[src/common/mem_stage_settings.svh]
`ifndef MEM_STAGE_SETTINGS_SVH
`define MEM_STAGE_SETTINGS_SVH

// data cache geometry
`define MEM_WAYS        8
`define MEM_SETS        64
`define MEM_LINE_BYTES  8

// physical window served through the data cache, bounds inclusive
`define MEM_CACHED_LO   32'h8000_0000
`define MEM_CACHED_HI   32'h8fff_ffff

// cycles allowed for one req/ack exchange on the memory port
`define MEM_ACK_TIMEOUT 64

`endif

[src/common/lsu_pkg.sv]
package lsu_pkg;

    // load/store kind as handed over by the execute stage
    typedef enum logic [3:0] {
        OP_NOP = 4'd0,
        OP_LB  = 4'd1,
        OP_LH  = 4'd2,
        OP_LW  = 4'd3,
        OP_LD  = 4'd4,
        OP_LBU = 4'd5,
        OP_LHU = 4'd6,
        OP_LWU = 4'd7,
        OP_SB  = 4'd8,
        OP_SH  = 4'd9,
        OP_SW  = 4'd10,
        OP_SD  = 4'd11
    } mem_op_t;

    typedef logic [2:0] mem_size_t; // log2 of bytes moved

    typedef enum logic [1:0] {
        TRAP_NONE      = 2'd0,
        LOAD_MISALIGN  = 2'd1,
        STORE_MISALIGN = 2'd2
    } trap_t;

endpackage

[src/common/cache_pkg.sv]
`include "mem_stage_settings.svh"

package cache_pkg;

    localparam int OFFSET_W = $clog2(`MEM_LINE_BYTES);
    localparam int INDEX_W  = $clog2(`MEM_SETS);
    localparam int TAG_W    = 32 - INDEX_W - OFFSET_W;

    typedef logic [31:0]           addr_t;
    typedef logic [63:0]           data_t;
    typedef logic [7:0]            strb_t;
    typedef logic [OFFSET_W-1:0]   offset_t;
    typedef logic [INDEX_W-1:0]    index_t;
    typedef logic [TAG_W-1:0]      tag_t;
    typedef logic [`MEM_WAYS-1:0]  way_vec_t;

    typedef enum logic [2:0] {
        IDLE,
        DECIDE,
        LOOKUP,
        MEM_REQ,
        MEM_RELEASE,
        FILL,
        MERGE,
        RESPOND
    } ctrl_state_t;

endpackage

[src/logic/mem_access_fsm.sv]
module mem_access_fsm (
    input  logic             clk,
    input  logic             rst,
    input  logic             in_valid,
    input  logic             out_ready,
    input  lsu_pkg::mem_op_t op,
    input  logic             is_load,
    input  logic             is_store,
    input  logic             misalign,
    input  logic             cached,
    input  logic             hit_any,
    input  cache_pkg::data_t hit_data,
    input  logic             mem_ack,
    input  cache_pkg::data_t mem_rdata,
    output logic             in_ready,
    output logic             capture,
    output logic             out_valid,
    output lsu_pkg::trap_t   out_trap,
    output cache_pkg::data_t raw_data,
    output logic             fill,
    output logic             merge,
    output logic             mem_req,
    output logic             mem_we
);
    import lsu_pkg::*;
    import cache_pkg::*;

    ctrl_state_t state;
    ctrl_state_t state_nxt;
    logic        skip;

    assign skip = misalign || (op == OP_NOP);   // answered without touching memory

    always_ff @(posedge clk or posedge rst) begin
        if (rst) begin
            state <= IDLE;
        end else begin
            state <= state_nxt;
        end
    end

    always_comb begin
        state_nxt = state;
        case (state)
            IDLE: begin
                if (in_valid) begin
                    state_nxt = DECIDE;
                end
            end
            DECIDE: begin
                if (skip) begin
                    state_nxt = RESPOND;
                end else if (is_load && cached) begin
                    state_nxt = LOOKUP;
                end else if (is_load || is_store) begin
                    state_nxt = MEM_REQ;
                end else begin
                    state_nxt = RESPOND;
                end
            end
            LOOKUP: begin
                state_nxt = hit_any ? RESPOND : MEM_REQ;
            end
            MEM_REQ: begin
                if (mem_ack) begin
                    state_nxt = MEM_RELEASE;
                end
            end
            MEM_RELEASE: begin
                // wait for ack to drop before the next phase
                if (!mem_ack) begin
                    if (is_store) begin
                        state_nxt = (cached && hit_any) ? MERGE : RESPOND;
                    end else begin
                        state_nxt = cached ? FILL : RESPOND;
                    end
                end
            end
            FILL:    state_nxt = LOOKUP;    // replay the lookup, now a hit
            MERGE:   state_nxt = RESPOND;
            RESPOND: begin
                if (out_ready) begin
                    state_nxt = IDLE;
                end
            end
            default: state_nxt = IDLE;
        endcase
    end

    always_ff @(posedge clk) begin
        if (state == DECIDE && skip) begin
            raw_data <= '0;
        end else if (state == LOOKUP && hit_any) begin
            raw_data <= hit_data;
        end else if (state == MEM_REQ && mem_ack) begin
            raw_data <= mem_rdata;  // also the line for a later fill
        end
    end

    assign in_ready  = (state == IDLE);
    assign capture   = in_ready && in_valid;
    assign out_valid = (state == RESPOND);
    assign fill      = (state == FILL);
    assign merge     = (state == MERGE);
    assign mem_req   = (state == MEM_REQ);
    assign mem_we    = mem_req && is_store;

    assign out_trap = !misalign ? TRAP_NONE : (is_store ? STORE_MISALIGN : LOAD_MISALIGN);

    // four-phase rule, request stays up until memory answers
    req_until_ack: assert property (@(posedge clk) disable iff (rst)
        mem_req && !mem_ack |=> mem_req);

    // response held while downstream stalls
    resp_stable: assert property (@(posedge clk) disable iff (rst)
        out_valid && !out_ready |=> out_valid && $stable(raw_data) && $stable(out_trap));

endmodule

[config.mk]
export PLATFORM = sky130hd
export DESIGN_NAME = mem_access_fsm
export DESIGN_NICKNAME = d
export VERILOG_FILES = /design/src/common/lsu_pkg.sv /design/src/common/cache_pkg.sv /design/src/logic/mem_access_fsm.sv
export VERILOG_INCLUDE_DIRS = /design/src /design/src/common
export SDC_FILE = /design/constraint.sdc
export NUM_CORES = 1
export LEC_CHECK = 0
export ABC_AREA = 1
export BUFFER_PORTS_ARGS = -buffer_cell sky130_fd_sc_hd__buf_2
export CAP_MARGIN = 20
export CORE_MARGIN = 3
export CORE_UTILIZATION = 43
export CTS_CLUSTER_SIZE = 24
export DETAILED_ROUTE_END_ITERATION = 12
export GPL_TIMING_DRIVEN = 0
export PLACE_DENSITY_LB_ADDON = 0.2
export SYNTH_ARGS = -nofsm -noshare
export SYNTH_HDL_FRONTEND = slang
export SYNTH_SLANG_ARGS = --single-unit
[constraint.sdc]
create_clock -name clk -period 1.71 [get_ports clk]
set_input_delay 0.2565 -clock clk [delete_from_list [all_inputs] [get_ports clk]]
set_output_delay 0.2565 -clock clk [all_outputs]
set_load 0.01 [all_outputs]
==> impl_metrics.toml <==
[sta]
hold_viol_final = 0
worst_slew_pin_slew_ps = 356
setup_viol = 0
rsz0062_at_grt = "false"
finalHoldWorstSlack_ps = 238
fin_crit_ps = 1600
period_share = 0.938
final-max-slew-violation-count = 0
setup_tns_ps = 0
maxSlewHeadroom = 0.763
max_clock_freq_mhz = 623
skew_ps = 7.18

[placement]
gp_congestion = 0.857
hpwl_mm = 8.17
placed_area_sq_um = 4710
port_buffers = 214
dp_cells = 862

[die]
die_area_sq_um = 9290
core_sq_um = 7850
start_util = 0.448
die_h_um = 96.4
io_pins = 215
die_x_um = 96.4
row_count = 32

[final_layout]
diodes = 0
n_fill_cell = 812
final_area_sq_um = 4930
final_core_util = 0.628
nets = 914
area_delta_synth_final_pct = 40.3
fin_cells = 879
final_layout_size_suffix_gt1_frac = 0.353

[logic_synthesis]
yosysWarnings = 0
yosysUniqueCellTypes = 25
syn_nets = 688
synth_seq_cells = 67
syn-cell-area_sq_um = 3510
syn_inst = 546
synth_seq_area_share = 0.386
syn_area_per_cell_sq_um = 6.44

[clock_tree]
root_buffer = "clkbuf_8"
cts_setup_buffers = 0
cts_max_level = 3
cts.sinks = 67
cts_max_path_buffers = 2
cts_tree = "done"
clk_pin_slew_ps = 70
clock_latency_ps = 330
cts_inserted_buffers = 9

[setup_path]
reg2reg_slack_ps = 120
worstSetupStartpoint = "state[2]$_DFFE_PP0P_"
cp_slowest_stage_delay_ps = 530
r2r_start = "state[2]$_DFFE_PP0P_"
cp.arrival_ps = 1350
crit_type = "reg -> out"
r2r-end = "raw_data[20]$_SDFFE_PP0P_"
end_kind = "output port"
cp.required_ps = 1450
slowest_stage = "dfrtp_1"
rr_worst_depth = 7
cp-start-kind = "register"
endpoint = "merge"
cp_max_fo = 8
crit_chain = "inv_4 -> nor3_1 -> buf_2"

[routing]
routedWlPerCell_um = 11.9
drt_wl_total_mm = 10.5
via_count = 4087
vias_per_cell = 4.65
antenna_left = 0
drt_pass1_iterations = 4
drtIter0Drc = 141
drcViolationCount = 0

[global_routing]
grt_pass1_vias = 3599
grt_start_max_net_pins = 12
overflow = 0
grt_antenna_before_repair = 0
grt_pass1_wl_mm = 15.7
track_usage = 0.214

[power_and_ir_drop]
peakVddDrop_uv = 728
leakagePower_nw = 2.83
p_per_area_nw_per_um2 = 1790

[run_status]
status = "finished, final reports clean"

[min_path]
hp-class = "in -> reg"

[run]
drv_cap = 0
==> how the worst min path moves through the flow <==
stage                     cells after the start  slack, ps                   endpoint           from
after global placement                        2        120       state[1]$_DFFE_PP0P_            rst
final                                         5        240   raw_data[3]$_SDFFE_PP0P_   mem_rdata[3]
after floorplan                               1         10       state[0]$_DFFE_PP0P_            rst
after CTS                                     5        220  raw_data[47]$_SDFFE_PP0P_  mem_rdata[47]
after global routing                          5        250  raw_data[19]$_SDFFE_PP0P_  mem_rdata[19]
after detailed placement                      2        120       state[1]$_DFFE_PP0P_            rst
==> area by class of cell <==
cell class	instances	area, sq um	area share
clock inverters	6	80.1	0.0162
well taps	102	128	0.0259
repair buffers	215	1080	0.219
plain buffers	34	263	0.0533
flip-flops and latches	67	1360	0.275
multi-input cells	368	1600	0.325
clock buffers	10	128	0.0259
inverters	77	292	0.0591
==> logic make-up after synthesis <==
logic type             share of synthesized area
buffers and inverters                      0.158
AOI/OAI and AO/OA                          0.190
DFF                                        0.386
and+or+nand+nor                            0.266
==> cell usage after synthesis <==
| cell type | n | share of area |
|---|---|---|
| nand2_2 | 4 | 0.0071 |
| buf_8 | 2 | 0.0085 |
| nand3_2 | 1 | 0.0028 |
| inv_2 | 2 | 0.0021 |
| or2_2 | 1 | 0.0018 |
| o211ai_1 | 1 | 0.0021 |
| o21ai_1 | 18 | 0.026 |
| and2_1 | 1 | 0.0018 |
| nor2_1 | 139 | 0.15 |
| buf_4 | 8 | 0.017 |
| nor2_4 | 1 | 0.0032 |
| nand4_4 | 1 | 0.0061 |
| dfxtp_1 | 64 | 0.36 |
| a21oi_1 | 1 | 0.0014 |
| nand2_1 | 81 | 0.087 |
| o21ai_0 | 113 | 0.16 |
| nand3_1 | 3 | 0.0043 |
| nor3_1 | 3 | 0.0043 |
| clkbuf_4 | 2 | 0.0043 |
| dfrtp_1 | 3 | 0.021 |
| inv_4 | 1 | 0.0018 |
| buf_6 | 8 | 0.026 |
| inv_1 | 74 | 0.079 |
| buf_2 | 12 | 0.017 |
| clkbuf_1 | 2 | 0.0021 |
==> timing repair <==
action | CTS | global route
setup endpoints to repair | 0 | 3
hold buffers | 1 | 0
endpoints found under the hold margin | 3 | 0
resized for setup | 0 | 2
==> worst max-delay path, delay by kind of cell (launching register included) <==
family / cells / cell delay [ps]
simple gates: 1 / 220
buf+inv: 2 / 280
flops: 1 / 530
==> flip-flops by register name, indices dropped and copies added, names as in the netlist <==
signal    cells
raw_data     64
state         3
==> metal layers <==
metal  vias to the layer above  global-route usage  part of all wire
met1                      1810               0.249              0.41
li1                       2137                   -                 -
met2                       130               0.397              0.51
met3                        10              0.0380             0.069
met5                         -                   0                 0
met4                         0              0.0678             0.010
==> per-stage QoR <==
| step | worst slack, ps | power (mW) |
|---|---|---|
| after floorplan | 382 | 5.79 |
| after global placement | 124 | 7.33 |
| after detailed placement | 97.9 | 7.48 |
| after CTS | 57.0 | 8.90 |
| after global routing | 7.83 | 9.58 |
| final | 106 | 8.84 |
==> power by group <==
group / total (mW) / leakage, nW / switching [mW] / internal, mW
Clock: 1.39 / 0.110 / 0.577 / 0.812
Sequential: 2.94 / 0.575 / 0.465 / 2.47
Combinational: 4.51 / 2.15 / 2.61 / 1.90
==> cells in the final DEF (no fill, tap or decap), types with 4 or more instances in the layout <==
cell type,instances
nand2_1,81
inv_2,4
buf_4,8
o21ai_0,113
buf_6,8
nand2_2,4
dfxtp_1,64
clkbuf_8,9
clkinv_2,4
nor2_1,139
o21ai_1,18
inv_1,72
buf_2,226
No activity file was read; power rests on OpenSTA's default activity.
