## src/common/mem_stage_settings.svh

```systemverilog
`ifndef MEM_STAGE_SETTINGS_SVH
`define MEM_STAGE_SETTINGS_SVH

// data cache geometry
`define MEM_WAYS        8
`define MEM_SETS        64
`define MEM_LINE_BYTES  8

// physical window served through the data cache, bounds inclusive
`define MEM_CACHED_LO   32'h8000_0000
`define MEM_CACHED_HI   32'h8fff_ffff

// cycles allowed for one req/ack exchange on the memory port
`define MEM_ACK_TIMEOUT 64

`endif

```

## src/common/lsu_pkg.sv

```systemverilog
package lsu_pkg;

    // load/store kind as handed over by the execute stage
    typedef enum logic [3:0] {
        OP_NOP = 4'd0,
        OP_LB  = 4'd1,
        OP_LH  = 4'd2,
        OP_LW  = 4'd3,
        OP_LD  = 4'd4,
        OP_LBU = 4'd5,
        OP_LHU = 4'd6,
        OP_LWU = 4'd7,
        OP_SB  = 4'd8,
        OP_SH  = 4'd9,
        OP_SW  = 4'd10,
        OP_SD  = 4'd11
    } mem_op_t;

    typedef logic [2:0] mem_size_t; // log2 of bytes moved

    typedef enum logic [1:0] {
        TRAP_NONE      = 2'd0,
        LOAD_MISALIGN  = 2'd1,
        STORE_MISALIGN = 2'd2
    } trap_t;

endpackage

```

## src/common/cache_pkg.sv

```systemverilog
`include "mem_stage_settings.svh"

package cache_pkg;

    localparam int OFFSET_W = $clog2(`MEM_LINE_BYTES);
    localparam int INDEX_W  = $clog2(`MEM_SETS);
    localparam int TAG_W    = 32 - INDEX_W - OFFSET_W;

    typedef logic [31:0]           addr_t;
    typedef logic [63:0]           data_t;
    typedef logic [7:0]            strb_t;
    typedef logic [OFFSET_W-1:0]   offset_t;
    typedef logic [INDEX_W-1:0]    index_t;
    typedef logic [TAG_W-1:0]      tag_t;
    typedef logic [`MEM_WAYS-1:0]  way_vec_t;

    typedef enum logic [2:0] {
        IDLE,
        DECIDE,
        LOOKUP,
        MEM_REQ,
        MEM_RELEASE,
        FILL,
        MERGE,
        RESPOND
    } ctrl_state_t;

endpackage

```

## src/logic/load_align.sv

```systemverilog
module load_align (
    input  lsu_pkg::mem_op_t   op,
    input  cache_pkg::offset_t offset,
    input  cache_pkg::data_t   raw_data,
    output cache_pkg::data_t   out_data
);
    import lsu_pkg::*;
    import cache_pkg::*;

    data_t shifted;

    assign shifted = raw_data >> {offset, 3'b000};  // addressed byte to lane 0

    always_comb begin
        case (op)
            OP_LB:   out_data = {{56{shifted[7]}}, shifted[7:0]};
            OP_LBU:  out_data = {56'b0, shifted[7:0]};
            OP_LH:   out_data = {{48{shifted[15]}}, shifted[15:0]};
            OP_LHU:  out_data = {48'b0, shifted[15:0]};
            OP_LW:   out_data = {{32{shifted[31]}}, shifted[31:0]};
            OP_LWU:  out_data = {32'b0, shifted[31:0]};
            OP_LD:   out_data = shifted;
            default: out_data = '0;   // stores and nop carry no data
        endcase
    end

endmodule

```

## config.mk

```make
export PLATFORM = sky130hd
export DESIGN_NAME = load_align
export DESIGN_NICKNAME = d
export VERILOG_FILES = /design/src/common/lsu_pkg.sv /design/src/common/cache_pkg.sv /design/src/logic/load_align.sv
export VERILOG_INCLUDE_DIRS = /design/src /design/src/common
export SDC_FILE = /design/constraint.sdc
export NUM_CORES = 1
export LEC_CHECK = 0
export ABC_CLOCK_PERIOD_IN_PS = 1920
export BUFFER_PORTS_ARGS = -buffer_cell sky130_fd_sc_hd__clkbuf_2
export CORE_MARGIN = 2
export CORE_UTILIZATION = 40
export DETAILED_ROUTE_END_ITERATION = 8
export MAX_ROUTING_LAYER = met4
export PLACE_DENSITY_LB_ADDON = 0.15
export SETUP_SLACK_MARGIN = 0.3
export SLEW_MARGIN = 25
export SYNTH_ARGS = -nofsm -noshare
export SYNTH_HDL_FRONTEND = slang
export SYNTH_SLANG_ARGS = --single-unit
```

## constraint.sdc

```tcl
create_clock -name vclk -period 1.92
set_input_delay 0.192 -clock vclk [all_inputs]
set_output_delay 0.192 -clock vclk [all_outputs]
set_load 0.05 [all_outputs]
```

==> results.md, run 1 <==
* Stopping stage: clock tree synthesis
* First error: [ERROR DPL-0038] Utilization greater than 100%, impossible to legalize
* Placed Cells at 572
* Library cells used by synthesis at 32
* DP Wirelength at 7980 µm
* Syn Nets at 402
* Post-synthesis cell count at 331
* Syn Area/Cell at 6.37 µm²
* Port bufs at 135
* Post-CTS setup buffer count at 9
* Hold-fix buffers at CTS at 0
* Top cells by area, synth: mux2i_1 (18%), nand2_1 (13%), a211oi_1 (10%)
* Yosys top cell area share at 0.176
* # resized after CTS at 215
* Yosys warns at 0
* Die Width at 76.6 µm
* Top-Level Pins at 135
* Post-synth design cell area at 2110 µm²
* Post-synthesis sequential area ratio at 0
* Gpl congestion at 0.958
* Outcome: stopped before the end
* Initial core utilization at 0.413
* Synth area leader: mux2i_1
* Row count at 26
* Die H at 76.6 µm
[synthesized netlist by cell type, drive strengths merged]
library cell,number
o21ai,39
mux4,8
clkbuf,11
inv,2
and2,1
nand2b,1
a211oi,29
a21oi,36
or3b,1
mux2,9
nand2,74
or3,1
o21a,1
o211ai,2
a22o,1
nor2,20
mux2i,37
nand3b,1
o221a,1
o21bai,2
buf,21
o22ai,1
nor2b,17
a21o,1
or2,1
o22a,7
nand3,2
nor3,4
[cells by family after synthesis]
family | count (synthesis) | share of synthesized area
mux | 54 | 0.309
buf+inv | 34 | 0.0872
compound gates | 120 | 0.352
simple gates | 123 | 0.252
[stage by stage]
step / area [µm²] / setup TNS [ns] / setup slack, ns / utilization
floorplan: 2860 / -0.00757 / -0.00129 / -
global placement: 4080 / -11.92 / -0.255 / 0.798
detailed placement: 4080 / -13.42 / -0.299 / 0.798
==> run 2, diff against run 1 <==
--- a/config.mk
+++ b/config.mk
@@ -9,11 +9,9 @@
 export ABC_CLOCK_PERIOD_IN_PS = 1920
 export BUFFER_PORTS_ARGS = -buffer_cell sky130_fd_sc_hd__clkbuf_2
 export CORE_MARGIN = 2
-export CORE_UTILIZATION = 40
+export CORE_UTILIZATION = 25
 export DETAILED_ROUTE_END_ITERATION = 8
-export MAX_ROUTING_LAYER = met4
 export PLACE_DENSITY_LB_ADDON = 0.15
-export SETUP_SLACK_MARGIN = 0.3
 export SLEW_MARGIN = 25
 export SYNTH_ARGS = -nofsm -noshare
 export SYNTH_HDL_FRONTEND = slang
==> run 2 against run 1 <==
  * The flow now finishes, with violations (setup timing)
  * Synthesized cell count unchanged
  * Synthesized area unchanged
==> results.md, run 2 <==
* Outcome: complete, but fails checks
* Failing checks: setup timing
* WP data arrival at 1.81 ns
* CP endpoint kind: output port
* Gate power share at 1.000
* PD cells at 320 nW/µm²
* Post-DRT Antenna Nets at 0
* Yosys warns at 0 (unchanged)
* Post-synthesis cell count at 331 (unchanged)
* Final Cycle Share at 1.04
* Global route total overflow at 0
* DRC at 0
* Post-synth design cell area at 2110 µm² (unchanged)
* Tot Pwr at 1.62 mW
* Die H at 95.8 µm (+25%)
* Peak supply drop at 0.163 mV
* Initial DRC Count at 241
* Syn-to-layout area delta at 140%
* Hold Fails Final Rpt at 0
* Most frequent cells in the layout: clkbuf_2 (70), buf_4 (69), nand2_1 (49)
* Power Internal at 0.727 mW
* RSZ-0062 raised after global routing: true
* Fill count at 707
* Final Setup Violations at 41
* Initial core utilization at 0.258 (-0.155)
* Initial antenna violation count at 0
* All-Layer GR Usage at 0.232
* DRT Wirelength at 11500 µm
* Via count at 3362
* Routed len/inst at 18.3 µm
* Worst setup path start: offset[1]
* Area of the core at 8180 µm²
* Hold-fix buffers at CTS at 0 (unchanged)
* First-pass GRT wire length at 16800 µm
* Top-Level Pins at 135 (unchanged)
* Max Fclk at 499 MHz
* Most common cell after layout, fill and taps aside: clkbuf_2
* DP Wirelength at 7870 µm (-1.5%)
* Post-synthesis sequential area ratio at 0 (unchanged)
* Setup_tns at -2.41 ns
* Fin. max-slew vios at 0
* Row count at 33 (+27%)
* Min Tclk post-route at 2.01 ns
* Post-DR vias/cell at 5.35
* Yosys top cell area share at 0.176 (unchanged)
* Multi-input gate area at 2610 µm²
* Share of cells above drive strength 1 at 0.660
* Fin util at 0.618
* Largest net degree at the start of global routing at 34
* Vias in the first global route at 3144
* Largest fanout on the critical path at 8
* CP startpoint kind: input pin
* Critical path class: input pin to output port
* Rel. slew slack at 0.617
* Full die area at 9180 µm²
* Sw frac at 0.550
* Gpl congestion at 0.868 (-9.4%)
* Port bufs at 135 (unchanged)
* Syn Area/Cell at 6.37 µm² (unchanged)
* Count leader, synth: nand2_1
* Path type of the worst min-delay path: input pin to output port
* Hold wc startpoint: raw_data[56]
* Top cells by area, synth: mux2i_1 (18%), nand2_1 (13%), a211oi_1 (10%)
* FFs & Latches at 0
* Syn Nets at 402 (unchanged)
* Pre-antenna DRT Iters at 4
* Maxcap violations at 0
* Sw power at 0.890 mW
* Die Width at 95.8 µm (+25%)
* Commonest cells in the synthesized netlist: nand2_1 (74), o21ai_0 (38), mux2i_1 (37), a21oi_1 (36), a211oi_1 (29)
* Clkbuf count at 0
* Library cells used by synthesis at 32 (unchanged)
* # nets final at 596
* Hold Slack at 0.806 ns
* Setup ws final at -0.0852 ns
* Pin slew with the least headroom to its limit at 0.575 ns
* LEAKAGE at 2.29 nW
* Clock Power Share at 0
* Synth area leader: mux2i_1
* Inserted Diodes at 0
* Worst endpoint required time at 1.73 ns
* Sequential Power Share at 0
* Sequential cell area at 0 µm²
## run 2: through the flow
| step | cells | worst slack [ns] | instance area [µm²] |
|---|---|---|---|
| 2_1_floorplan | 331 | -0.284 | 2330 |
| 3_3_place_gp | 612 | -0.376 | 3680 |
| 3_5_place_dp | 612 | -0.397 | 3680 |
| 4_1_cts | 623 | -0.109 | 4670 |
| 5_1_grt | 628 | -0.126 | 5050 |
| 6_report | 628 | -0.0852 | 5050 |
## run 2: cell families (layout without fill, tap and decap cells)
family          count (synthesis)  in the layout  synth area share
compound gates                120            123             0.352
buf+inv                        34            223            0.0872
mux                            54             54             0.309
simple gates                  123            123             0.252
## run 2: critical path, cell delays in order
cell and delay [ns]:
buf_12 0.11, buf_8 0.12, inv_6 0.05, nand2_4 0.04
mux4_2 0.54, buf_4 0.19, o21a_4 0.28, o21ai_2 0.11
buf_8 0.18
## run 2: path summary, 6_finish.rpt
check	end	slack [ns]	cells past startpoint
max	out_data[25]	-0.09	9
min	out_data[56]	0.81	4
## run 2: power groups by stage
stage	Clock, mW	Combinational, mW	Sequential (mW)
2_1_floorplan	0	0.781	0
3_3_place_gp	0	1.21	0
3_5_place_dp	0	1.22	0
4_1_cts	0	1.49	0
5_1_grt	0	1.69	0
6_report	0	1.62	0
## run 2: metal layers
layer | vias up | GRT usage | share of wire
met1 | 1616 | 0.332 | 0.45
met2 | 118 | 0.389 | 0.48
li1 | 1613 | - | -
met3 | 15 | 0.0172 | 0.052
met4 | 0 | 0.0345 | 0.015
met5 | - | 0 | 0
## run 2: final cells by class
type | instances | area share
inverter | 2 | 0.00248
multi-input combinational | 300 | 0.516
tap | 105 | 0.0260
timing repair buffer | 221 | 0.456
## run 2: timing repair
item,in CTS,in global routing
resized for setup,173,113
endpoints found under the setup margin,62,62
setup buffers,6,4
pin swaps,10,14
gates cloned,7,1
Note: power is estimated with default switching activity, not from simulation.
==> run 3, diff against run 2 <==
--- a/config.mk
+++ b/config.mk
@@ -11,6 +11,7 @@
 export CORE_MARGIN = 2
 export CORE_UTILIZATION = 25
 export DETAILED_ROUTE_END_ITERATION = 8
+export MAX_ROUTING_LAYER = met4
 export PLACE_DENSITY_LB_ADDON = 0.15
 export SLEW_MARGIN = 25
 export SYNTH_ARGS = -nofsm -noshare
==> run 3 against run 2 <==
  * The flow still finishes with violations (setup timing)
  * Cell area down 0.25%
  * Via count down 0.21%
  * Clock-buffer cell count unchanged
  * Combinational power about the same
  * Core utilization down 0.15 points
  * Die area unchanged
  * Sequential share of layout area unchanged
  * Critical path depth unchanged
  * Power about the same
  * Cell count unchanged
  * Sequential cell count unchanged
==> results.md, run 3 (synthesis gave the netlist of run 2 again) <==
* Final Cycle Share at 1.04 (-0.00183)
* Slowest CP cell: mux4_2
* Post-DRT Antenna Nets at 0 (unchanged)
* Setup_tns at -2.41 ns (+0.00367 ns)
* LEAKAGE at 2.29 nW (about the same)
* Failing checks: setup timing
* # nets final at 596 (unchanged)
* WHS Path Cells at 4 (unchanged)
* Row count at 33 (unchanged)
* Max incr delay on CP at 0.54 ns (about the same)
* Setup ws final at -0.0817 ns (+0.00352 ns)
* Syn-to-layout area delta at 139%
* Initial antenna violation count at 0 (unchanged)
* WP data arrival at 1.81 ns (about the same)
* Area of the core at 8180 µm² (unchanged)
* Pre-CTS setup slack at -0.397 ns (unchanged)
* Pre-antenna DRT Iters at 4 (unchanged)
* CP startpoint kind: input pin
* Maxcap violations at 0 (unchanged)
* Hold wc startpoint: raw_data[60]
* Hold Fails Final Rpt at 0 (unchanged)
* Largest net degree at the start of global routing at 34 (unchanged)
* Top-Level Pins at 135 (unchanged)
* Vias in the first global route at 3144 (unchanged)
* Rel. slew slack at 0.632 (+0.0155)
* Share of cells above drive strength 1 at 0.658 (-0.00191)
* Family with the most delay on the worst path: buffers and inverters
* Via count at 3355 (-0.21%)
* Outcome: complete, but fails checks
* Sequential cell area at 0 µm² (unchanged)
* Hold Crit Endpoint: out_data[60]
* FFs & Latches at 0 (unchanged)
* DP Wirelength at 7870 µm (unchanged)
* Full die area at 9180 µm² (unchanged)
* Gpl congestion at 0.882 (+1.6%)
* Peak supply drop at 0.164 mV (+0.32%)
* RSZ-0062 raised after global routing: true
* CP Cell Sequence: buf_12 -> buf_8 -> inv_6 -> nand2_4 -> mux4_2 -> o221a_4 -> buf_12 -> nand2_4 -> clkbuf_16
* First-pass GRT wire length at 16700 µm (about the same)
* CP endpoint kind: output port
* Path type of the worst min-delay path: input pin to output port
* DRC at 0 (unchanged)
* DRT Wirelength at 11500 µm (about the same)
* Routed len/inst at 18.3 µm (about the same)
* Post-DR vias/cell at 5.34 (-0.21%)
* Fin. max-slew vios at 0 (unchanged)
* All-Layer GR Usage at 0.239 (+0.00655)
* Hold Slack at 0.791 ns (-0.0153 ns)
* Min Tclk post-route at 2.00 ns (-0.00352 ns)
* Clkbuf count at 0 (unchanged)
* Global route total overflow at 0 (unchanged)
* Final Setup Violations at 41 (unchanged)
* Initial core utilization at 0.258 (unchanged)
* Die H at 95.8 µm (unchanged)
* Largest fanout on the critical path at 6 (-2)
* PD cells at 321 nW/µm² (+0.17%)
* Inserted Diodes at 0 (unchanged)
* Max Fclk at 500 MHz (+0.18%)
* Fin area at 5040 µm² (-0.25%)
* Post-DP Area at 3680 µm² (unchanged)
* Worst endpoint required time at 1.73 ns (about the same)
* Die Width at 95.8 µm (unchanged)
* Pin slew with the least headroom to its limit at 0.551 ns (-0.0232 ns)
* Port bufs at 135 (unchanged)
* Initial DRC Count at 230 (-4.6%)
* Crit path buf inv count at 5 (unchanged)
* Most frequent cells in the layout: buf_4 (70), clkbuf_2 (70), nand2_1 (49)
* Critical path class: input pin to output port
## run 3: where the power goes
part,switching (mW),internal [mW],total (mW)
registers,0,0,0
logic,0.890,0.726,1.62
clock network,0,0,0
## run 3: what timing repair did
action                     in CTS  in global routing
buffers inserted                6                  4
hold buffers                    0                  0
gates cloned                    7                  1
gates resized for setup       173                109
setup endpoints to repair      62                 62
pin swaps                      10                 14
## run 3: worst max-delay path by stage
stage / from / to / slack [ns] / depth (start not counted)
after global placement: offset[1] / out_data[52] / -0.38 / 8
after global routing: offset[1] / out_data[32] / -0.12 / 9
after floorplan: offset[1] / out_data[55] / -0.28 / 8
final: offset[1] / out_data[33] / -0.08 / 9
after detailed placement: offset[1] / out_data[52] / -0.40 / 8
after CTS: offset[1] / out_data[48] / -0.11 / 9
## run 3: area by class of cell
type,count,area [µm²]
multi-input cells,300,2600
repair buffers,221,2300
inverters,2,12.5
fillers,710,3140
well taps,105,131
## run 3: routing by layer
metal | GRT usage | part of all wire
met1 | 0.337 | 0.46
met2 | 0.390 | 0.48
met5 | - | 0
met4 | 0.0345 | 0.013
met3 | 0.00626 | 0.045
## run 3: metrics by stage
step,util,std cells,power [mW]
after floorplan,-,331,0.781
after global placement,0.450,612,1.21
after detailed placement,0.450,612,1.22
after CTS,0.572,623,1.49
after global routing,0.616,628,1.69
final,0.616,628,1.62
## run 3: worst min-delay path, delay by kind of cell
family	cells	cell delay, ns
and+or+nand+nor	2	0.14
buffers and inverters	2	0.26
