### src/common/mem_stage_settings.svh
`ifndef MEM_STAGE_SETTINGS_SVH
`define MEM_STAGE_SETTINGS_SVH

// data cache geometry
`define MEM_WAYS        8
`define MEM_SETS        64
`define MEM_LINE_BYTES  8

// physical window served through the data cache, bounds inclusive
`define MEM_CACHED_LO   32'h8000_0000
`define MEM_CACHED_HI   32'h8fff_ffff

// cycles allowed for one req/ack exchange on the memory port
`define MEM_ACK_TIMEOUT 64

`endif

### src/common/cache_pkg.sv
`include "mem_stage_settings.svh"

package cache_pkg;

    localparam int OFFSET_W = $clog2(`MEM_LINE_BYTES);
    localparam int INDEX_W  = $clog2(`MEM_SETS);
    localparam int TAG_W    = 32 - INDEX_W - OFFSET_W;

    typedef logic [31:0]           addr_t;
    typedef logic [63:0]           data_t;
    typedef logic [7:0]            strb_t;
    typedef logic [OFFSET_W-1:0]   offset_t;
    typedef logic [INDEX_W-1:0]    index_t;
    typedef logic [TAG_W-1:0]      tag_t;
    typedef logic [`MEM_WAYS-1:0]  way_vec_t;

    typedef enum logic [2:0] {
        IDLE,
        DECIDE,
        LOOKUP,
        MEM_REQ,
        MEM_RELEASE,
        FILL,
        MERGE,
        RESPOND
    } ctrl_state_t;

endpackage

### src/cache/way_select.sv
`include "mem_stage_settings.svh"

module way_select (
    input  cache_pkg::way_vec_t                 way_hit,
    input  cache_pkg::way_vec_t                 way_valid,
    input  cache_pkg::data_t [`MEM_WAYS-1:0]    way_data,
    input  logic                                fill,
    input  logic                                merge,
    output logic                                hit_any,
    output cache_pkg::data_t                    hit_data,
    output cache_pkg::way_vec_t                 way_fill,
    output cache_pkg::way_vec_t                 way_merge
);
    import cache_pkg::*;

    way_vec_t first_free;
    way_vec_t victim;

    assign hit_any = |way_hit;

    // lowest hitting way wins
    always_comb begin
        hit_data = '0;
        for (int w = `MEM_WAYS - 1; w >= 0; w--) begin
            if (way_hit[w]) begin
                hit_data = way_data[w];
            end
        end
    end

    assign first_free = ~way_valid & (way_valid + 1'b1);   // lowest clear bit
    assign victim     = (first_free == '0) ? way_vec_t'(1) : first_free;

    assign way_fill  = fill  ? victim  : '0;
    assign way_merge = merge ? way_hit : '0;

    // a refill only happens on a miss, so a tag lives in one way at most
    always_comb begin
        hit_onehot: assert final ($onehot0(way_hit));
    end

endmodule

### config.mk
export PLATFORM = sky130hd
export DESIGN_NAME = way_select
export DESIGN_NICKNAME = d
export VERILOG_FILES = /design/src/common/cache_pkg.sv /design/src/cache/way_select.sv
export VERILOG_INCLUDE_DIRS = /design/src /design/src/common
export SDC_FILE = /design/constraint.sdc
export NUM_CORES = 1
export LEC_CHECK = 0
export BUFFER_PORTS_ARGS = -buffer_cell sky130_fd_sc_hd__buf_2
export CAP_MARGIN = 30
export CORE_AREA = 5 5 235 237
export DETAILED_ROUTE_END_ITERATION = 8
export DIE_AREA = 0 0 240 242
export PLACE_DENSITY = 0.41
export SLEW_MARGIN = 40
export SYNTH_ARGS = -nofsm -noshare
export SYNTH_HDL_FRONTEND = slang
export SYNTH_SLANG_ARGS = --single-unit
### constraint.sdc
create_clock -name vclk -period 2.3
set_input_delay 0 -clock vclk [all_inputs]
set_output_delay 0 -clock vclk [all_outputs]
set_load 0.1 [all_outputs]
==> results of run 1 <==
## cell families (layout without fill, tap and decap cells)
| kind of cell | count (synthesis) | after routing |
|---|---|---|
| simple gates | 98 | 98 |
| compound gates | 387 | 387 |
| other cells | 0 | 2 |
| buf+inv | 86 | 646 |
## critical path, delay by kind of cell
| kind | cells | cell delay (ps) |
|---|---|---|
| AO/OA/AOI/OAI | 3 | 510 |
| buffers and inverters | 3 | 1240 |
## routing by layer
metal	part of all wire (%)	vias up	GRT usage (%)
li1	-	3534	-
met1	40	3666	14.38
met2	49	504	21.21
met3	7.9	66	1.913
met4	2.8	6	2.737
met5	0.11	-	0
## stage by stage
stage | hold WS [ps] | total power [mW]
after floorplan | 183.2 | 1.473
after global placement | 406.1 | 2.362
after detailed placement | 407.7 | 2.359
after CTS | 407.7 | 2.365
after global routing | 420.6 | 2.482
final | 410.7 | 2.359
## area by class of cell
type               count  area (sq um)
repair buffers       644          3493
inverters              2         7.507
well taps            696         870.8
diodes                 2         5.005
multi-input cells    485          3423
fillers             6188         45270
## Yosys cell counts, drive strengths merged
| cell | count |
|---|---|
| o21ai | 130 |
| nor4 | 1 |
| nor3b | 2 |
| clkbuf | 52 |
| nor3 | 1 |
| a21oi | 3 |
| nand3 | 3 |
| buf | 32 |
| o221ai | 1 |
| o22ai | 1 |
| nor2b | 3 |
| a221o | 125 |
| nor2 | 7 |
| and2 | 8 |
| a22oi | 63 |
| a31oi | 64 |
| nand2 | 9 |
| inv | 2 |
| nand2b | 64 |
## worst paths after layout
path,endpoint,slack (ps),cells after the start
min,way_fill[5],410,3
max,hit_data[33],540,6
## power by group
group / switching [mW] / internal [mW]
Combinational: 1.62 / 0.736
Clock: 0 / 0.000000116
Sequential: 0 / 0
Total: 1.62 / 0.736
==> results.cfg, run 1 <==
[grt]
grt_pass1_wl_mm = 51.90
grt_max_degree = 51
track_usage_pct = 11.70
grt_pass1_vias = 7821
grt_overflow = 0
grt_antenna_before_repair = 8

[worst_setup_path]
worstSetupPathType = in -> out
critPathMaxStageDelay_ps = 490
crit_top_cell = buf_4
crit_start = way_hit[2]
crit_path_cell_trace = buf_4, buf_4, a221o_1, a31oi_1, o21ai_1, buf_2
start_kind = input pin
end_kind = output pin
critPathSlowestCell = buf_2
critPathArrivalTime_ps = 1760
path_max_fanout = 27
worstPathRequired_ps = 2300

[timing]
maxSlewHeadroom_pct = 63.00
tns_ps = 0
setup_slack_ps = 540.9
fin_crit_ps = 1759
fin_crit_sh_pct = 76.48
rsz0062_at_grt = false
slew_violations = 0
hold_viol_final = 0
setup_viol = 0
fmax_mhz = 568.5
worst_pin_slew_ps = 558.9

[finish]
area_growth_pct = 105.1
clockBufferCount = 0
layout_common_cells = buf_2 (606), a221o_1 (125), o21ai_0 (65), o21ai_1 (65)
fin_util_pct = 14.70
sequential_cell_total = 0
final_common_cell = buf_2
ff_latch_area_sq_um = 0
drive_above_1_share_pct = 57.65
final_cells = 1829
nNetsFinal = 1663
finalInstanceArea_sq_mm = 0.007800

[floorplan]
core_sq_mm = 0.05307
die_w_microns = 240
die_h_microns = 242
floorplan.io_pins = 611
initial_core_util_pct = 7.165
die_area_sq_mm = 0.05808
num_rows = 85

[clocking]
cts-hold-fix-buffers = 0
cts_setup_buffers = 0
cts.repair.resized = 0

[worst_hold_path]
min_path_type = in -> out
min-delay-start = way_valid[5]

[placement]
numPortBuffers = 611
post_dp_cell_area_sq_mm = 0.007795
pre_cts_ws_ps = 499.0
place.gp.congestion = 0.9331
hpwl_mm = 31.95
dp_cells = 1827

[detailed_routing]
drc_errors = 0
firstDrtPassIters = 7
dr_total_vias = 7776
wl_mm = 38.22
drt_iter0_markers = 459
wl_per_cell_microns = 20.90
drtAntennaViolNets = 0
vias_per_cell = 4.252

[synth]
synth_nets = 1101
synth_compound_area_share_pct = 73.77
ys_types = 24
synthCells = 571
yosysWarnings = 0
yosysTopAreaCellShare_pct = 32.91
synth_area_leaders = a221o_1 (33%), a22oi_1 (12%), a31oi_1 (11%)
syn_avg_cell_area_sq_um = 6.659
synth-simple-area-share_pct = 15.00
seq_area_frac_synth_pct = 0
synth_xor_area_share_pct = 0
synthMuxAreaShare_pct = 0
synth_top_family_by_area = compound AO/OA/AOI/OAI gates
synth.largest_area_cell = a221o_1
syn_area_sq_mm = 0.003802
yosys.area_share.adder_pct = 0

[power_and_ir_drop]
power_density_mw_per_mm2 = 302.5
p_leak_nw = 3.639
vdd_drop_max_mv = 0.1627

[job]
maxCapViolCount = 0

[status]
status = finished clean
(Power assumes the default switching activity.)
==> run 2, diff against run 1 <==
==> constraint.sdc (replaced) <==
create_clock -name vclk -period 1.71
set_input_delay 0 -clock vclk [all_inputs]
set_output_delay 0 -clock vclk [all_outputs]
set_load 0.1 [all_outputs]
==> run 2 against run 1 <==
Net effect:
- power rose by 64%
- highest routed layer unchanged
- routed wire length grew 2.1%
- non-clock buffer count is the same
- cell area up 17%
- worst hold slack got worse by 14 ps
- largest power group unchanged
- setup slack worse by 440 ps
==> results.cfg, run 2 (synthesis results as in run 1) <==
[worst_setup_path]
crit_buf_inv = 3
worstPathRequired_ps = 1710
critPathMaxStageDelay_ps = 440
path_max_fanout = 33
critPathArrivalTime_ps = 1610
cp_top_family = compound AO/OA/AOI/OAI gates
end_kind = output pin
crit_top_cell = buf_12
worstSetupPathType = in -> out
start_kind = input pin
critPathSlowestCell = a31oi_1
crit_path_cell_trace = buf_2, nor2b_4, buf_12, a221o_1, a31oi_1, o21ai_2, buf_12

[finish]
fin_util_pct = 17.15
ff_latch_area_sq_um = 0
area_growth_pct = 139.3
sequential_cell_total = 0
final_common_cell = buf_2
finalInstanceArea_sq_mm = 0.009100
drive_above_1_share_pct = 63.48
layout_common_cells = buf_2 (541), a221o_1 (125), buf_12 (81)
final_cells = 1828
nNetsFinal = 1663
clockBufferCount = 0

[detailed_routing]
firstDrtPassIters = 5
drtAntennaViolNets = 0
drc_errors = 0
dr_total_vias = 7846
vias_per_cell = 4.292
wl_per_cell_microns = 21.34
wl_mm = 39.00
drt_iter0_markers = 372

[status]
status = finished clean

[placement]
hpwl_mm = 32.83
place.gp.congestion = 0.9199
dp_cells = 1826
pre_cts_ws_ps = 21.56
numPortBuffers = 611
post_dp_cell_area_sq_mm = 0.009082

[timing]
slew_violations = 0
fin_crit_sh_pct = 93.91
maxSlewHeadroom_pct = 56.18
whs_ps = 397.0
hold_viol_final = 0
fin_crit_ps = 1606
rsz0062_at_grt = false
setup_viol = 0
worst_pin_slew_ps = 650.5
setup_slack_ps = 104.1
fmax_mhz = 622.7

[grt]
grt_antenna_before_repair = 5
grt_pass1_wl_mm = 53.88
grt_pass1_vias = 8273
grt_max_degree = 57
track_usage_pct = 12.07
grt_overflow = 0

[floorplan]
die_w_microns = 240
initial_core_util_pct = 7.165
die_area_sq_mm = 0.05808
die_h_microns = 242
core_sq_mm = 0.05307
num_rows = 85
floorplan.io_pins = 611

[power_and_ir_drop]
vdd_drop_max_mv = 0.2059
power_density_mw_per_mm2 = 424.0
p_leak_nw = 4.072

[worst_hold_path]
min_path_type = in -> out

[job]
maxCapViolCount = 0

[clocking]
cts-hold-fix-buffers = 0
[run 2: report_power, final]
part           switching (mW)  leakage (nW)  internal, mW
registers                   0             0             0
logic                    2.35          4.07          1.51
clock network               0    0.00000634  0.0000000786
total                    2.35          4.07          1.51
[run 2: what timing repair did]
item,in CTS,in global routing
endpoints found under the setup margin,0,6
setup buffers,0,1
gates resized for setup,0,2
[run 2: final cells by class]
class	instances	area (sq um)
Antenna cell	1	2.502
Fill cell	6084	43970
Inverter	2	7.507
Multi-Input combinational cell	485	3677
Tap cell	696	870.8
Timing Repair Buffer	644	4542
[run 2: final timing paths]
| kind | endpoint | cells after the start | startpoint | slack (ps) |
|---|---|---|---|---|
| max | hit_data[38] | 7 | way_hit[6] | 100 |
| min | hit_data[50] | 4 | way_data[114] | 400 |
[run 2: worst min-delay path: stages]
cell and delay (ps):
buf_2 70, a22oi_1 60, o21ai_2 80, buf_12 170
[run 2: per-stage QoR]
step | total power [mW] | setup TNS, ps
global placement | 3.838 | -13120
global route | 4.031 | 0
floorplan | 2.081 | -9.832
CTS | 3.874 | 0
detailed placement | 3.864 | 0
finish | 3.859 | 0
[run 2: routing by layer]
metal | vias up | track usage, % | share of wire [%]
met5 | - | 0 | 0.087
met4 | 4 | 4.022 | 3.9
met3 | 76 | 2.163 | 8.6
met2 | 521 | 22.38 | 50
met1 | 3719 | 13.81 | 37
li1 | 3526 | - | -
==> run 3, diff against run 2 <==
--- a/config.mk
+++ b/config.mk
@@ -6,12 +6,13 @@
 export SDC_FILE = /design/constraint.sdc
 export NUM_CORES = 1
 export LEC_CHECK = 0
+export ABC_AREA = 1
 export BUFFER_PORTS_ARGS = -buffer_cell sky130_fd_sc_hd__buf_2
 export CAP_MARGIN = 30
-export CORE_AREA = 5 5 235 237
+export CORE_AREA = 5 5 234 236
 export DETAILED_ROUTE_END_ITERATION = 8
-export DIE_AREA = 0 0 240 242
-export PLACE_DENSITY = 0.41
+export DIE_AREA = 0 0 239 241
+export PLACE_DENSITY = 0.44
 export SLEW_MARGIN = 40
 export SYNTH_ARGS = -nofsm -noshare
 export SYNTH_HDL_FRONTEND = slang
==> run 3 against run 2 <==
Net effect:
- first-iteration DRC count rose by 6.5%
- via count up 26%
- utilization rose by 2.5 points
- count of clock-buffer cells in the layout unchanged
- setup slack improved by 150 ps
- global-route usage up 3.4 points
- sequential cell count unchanged
- routed wire length rose by 25%
- sequential share of layout area unchanged
- worst hold slack improved by 3.5 ps
- critical path type unchanged
- largest power group unchanged
- highest routed layer unchanged
==> results.cfg, run 3 <==
[timing]
hold_viol_final = 0
rsz0062_at_grt = false
setup_viol = 0
tns_ps = 0
fmax_mhz = 688.3
worst_pin_slew_ps = 762.0
whs_ps = 400.5
slew_violations = 0
fin_crit_sh_pct = 84.96
fin_crit_ps = 1453
maxSlewHeadroom_pct = 49.20

[worst_setup_path]
critPathSlowestCell = or2_4
critPathArrivalTime_ps = 1450
crit_top_cell = nand2_1
worstSetupPathType = in -> out
crit_path_cell_trace = buf_2, or2_4, buf_4, nor2_1, nand2_1, nand2_1, buf_12
critPathMaxStageDelay_ps = 610
crit_buf_inv = 3
start_kind = input pin
cp_top_family = simple AND/OR/NAND/NOR gates
worstPathRequired_ps = 1710
end_kind = output pin
path_max_fanout = 43

[finish]
sequential_cell_total = 0
clockBufferCount = 0
nNetsFinal = 2389
final_common_cell = nand2_1
finalInstanceArea_sq_mm = 0.01026
area_growth_pct = 96.62
ff_latch_area_sq_um = 0
layout_common_cells = nand2_1 (652), buf_2 (546), nor2_1 (259)
drive_above_1_share_pct = 36.24
fin_util_pct = 19.64

[power_and_ir_drop]
p_total_mw = 3.974
p_leak_nw = 5.959
vdd_drop_max_mv = 0.1929
power_density_mw_per_mm2 = 387.4

[synth]
synthCells = 1286
synth.largest_area_cell = nand2_1
synth_area_leaders = nand2_1 (47%), nor2_1 (19%), a21oi_1 (12%)
yosysMostFrequentCell = nand2_1
yosysWarnings = 0
yosys-top-cells-count = nand2_1 (653), nor2_1 (259), a21oi_1 (129)
seq_area_frac_synth_pct = 0
ys_types = 17
syn_avg_cell_area_sq_um = 4.057
syn_area_sq_mm = 0.005218
synth_nets = 1816
yosysTopAreaCellShare_pct = 46.98

[floorplan]
num_rows = 84
die_h_microns = 241
core_sq_mm = 0.05224
floorplan.io_pins = 611
initial_core_util_pct = 9.989
die_w_microns = 239
die_area_sq_mm = 0.05760

[grt]
grt_antenna_before_repair = 35
track_usage_pct = 15.44
grt_pass1_wl_mm = 66.29
grt_overflow = 0
grt_max_degree = 64
grt_pass1_vias = 9675

[placement]
place.gp.congestion = 0.8628
numPortBuffers = 611
post_dp_cell_area_sq_mm = 0.01023
hpwl_mm = 42.32

[detailed_routing]
firstDrtPassIters = 4
wl_mm = 48.80
vias_per_cell = 3.881
drt_iter0_markers = 396
dr_total_vias = 9916
drtAntennaViolNets = 0
wl_per_cell_microns = 19.10
drc_errors = 0

[worst_hold_path]
min_path_type = in -> out

[clocking]
cts-hold-fix-buffers = 0
cts.repair.resized = 0
cts_setup_buffers = 0

[status]
status = finished clean

[job]
maxCapViolCount = 0
-- run 3: cell count changes after synthesis, moves of 64 or more --
cell | before | now
nand2_1 | 9 | 653
nor2_1 | 7 | 259
a21oi_1 | 3 | 129
a221o_1 | 125 | 0
inv_1 | 1 | 77
o21ai_0 | 65 | 0
o21ai_1 | 65 | 0
a31oi_1 | 64 | 0
nand2b_1 | 64 | 0
-- run 3: layout make-up --
type,count,area [sq um]
antenna,10,25.02
fill,6373,41980
inverter,81,309.0
multi-input combinational,1117,4507
tap,688,860.8
timing repair buffer,659,4557
-- run 3: metrics by stage --
stage	std cells	setup WS, ps
global placement	2545	198.6
detailed placement	2545	198.0
finish	2555	257.2
global route	2549	143.0
floorplan	1286	-254.3
CTS	2545	192.7
-- run 3: logic make-up after synthesis --
family	Yosys count	share of synthesized area, %
simple gates	987	73.07
compound gates	130	12.52
buf+inv	169	14.41
-- run 3: tightest hold or removal path: cells and delay by family --
| kind | cells | cell delay, ps |
|---|---|---|
| buf+inv | 2 | 370 |
| simple gates | 1 | 40 |
-- run 3: path summary, 6_finish.rpt --
path	startpoint	endpoint	slack (ps)	depth (start not counted)
worst min-delay path	way_valid[1]	way_fill[1]	400	3
worst max-delay path	way_hit[0]	hit_data[39]	260	7
-- run 3: routing by layer --
layer	up-vias	part of all wire [%]	track usage (%)
met5	-	0.19	0
met4	14	1.5	1.937
met3	56	8.5	3.565
met2	481	50	29.07
met1	4301	39	18.35
li1	5064	-	-
-- run 3: power by group --
group          switching [mW]  internal, mW   total [mW]
sequential                  0             0            0
clock                       0   0.000000790  0.000000790
combinational            2.52          1.45         3.97
total                    2.52          1.45         3.97
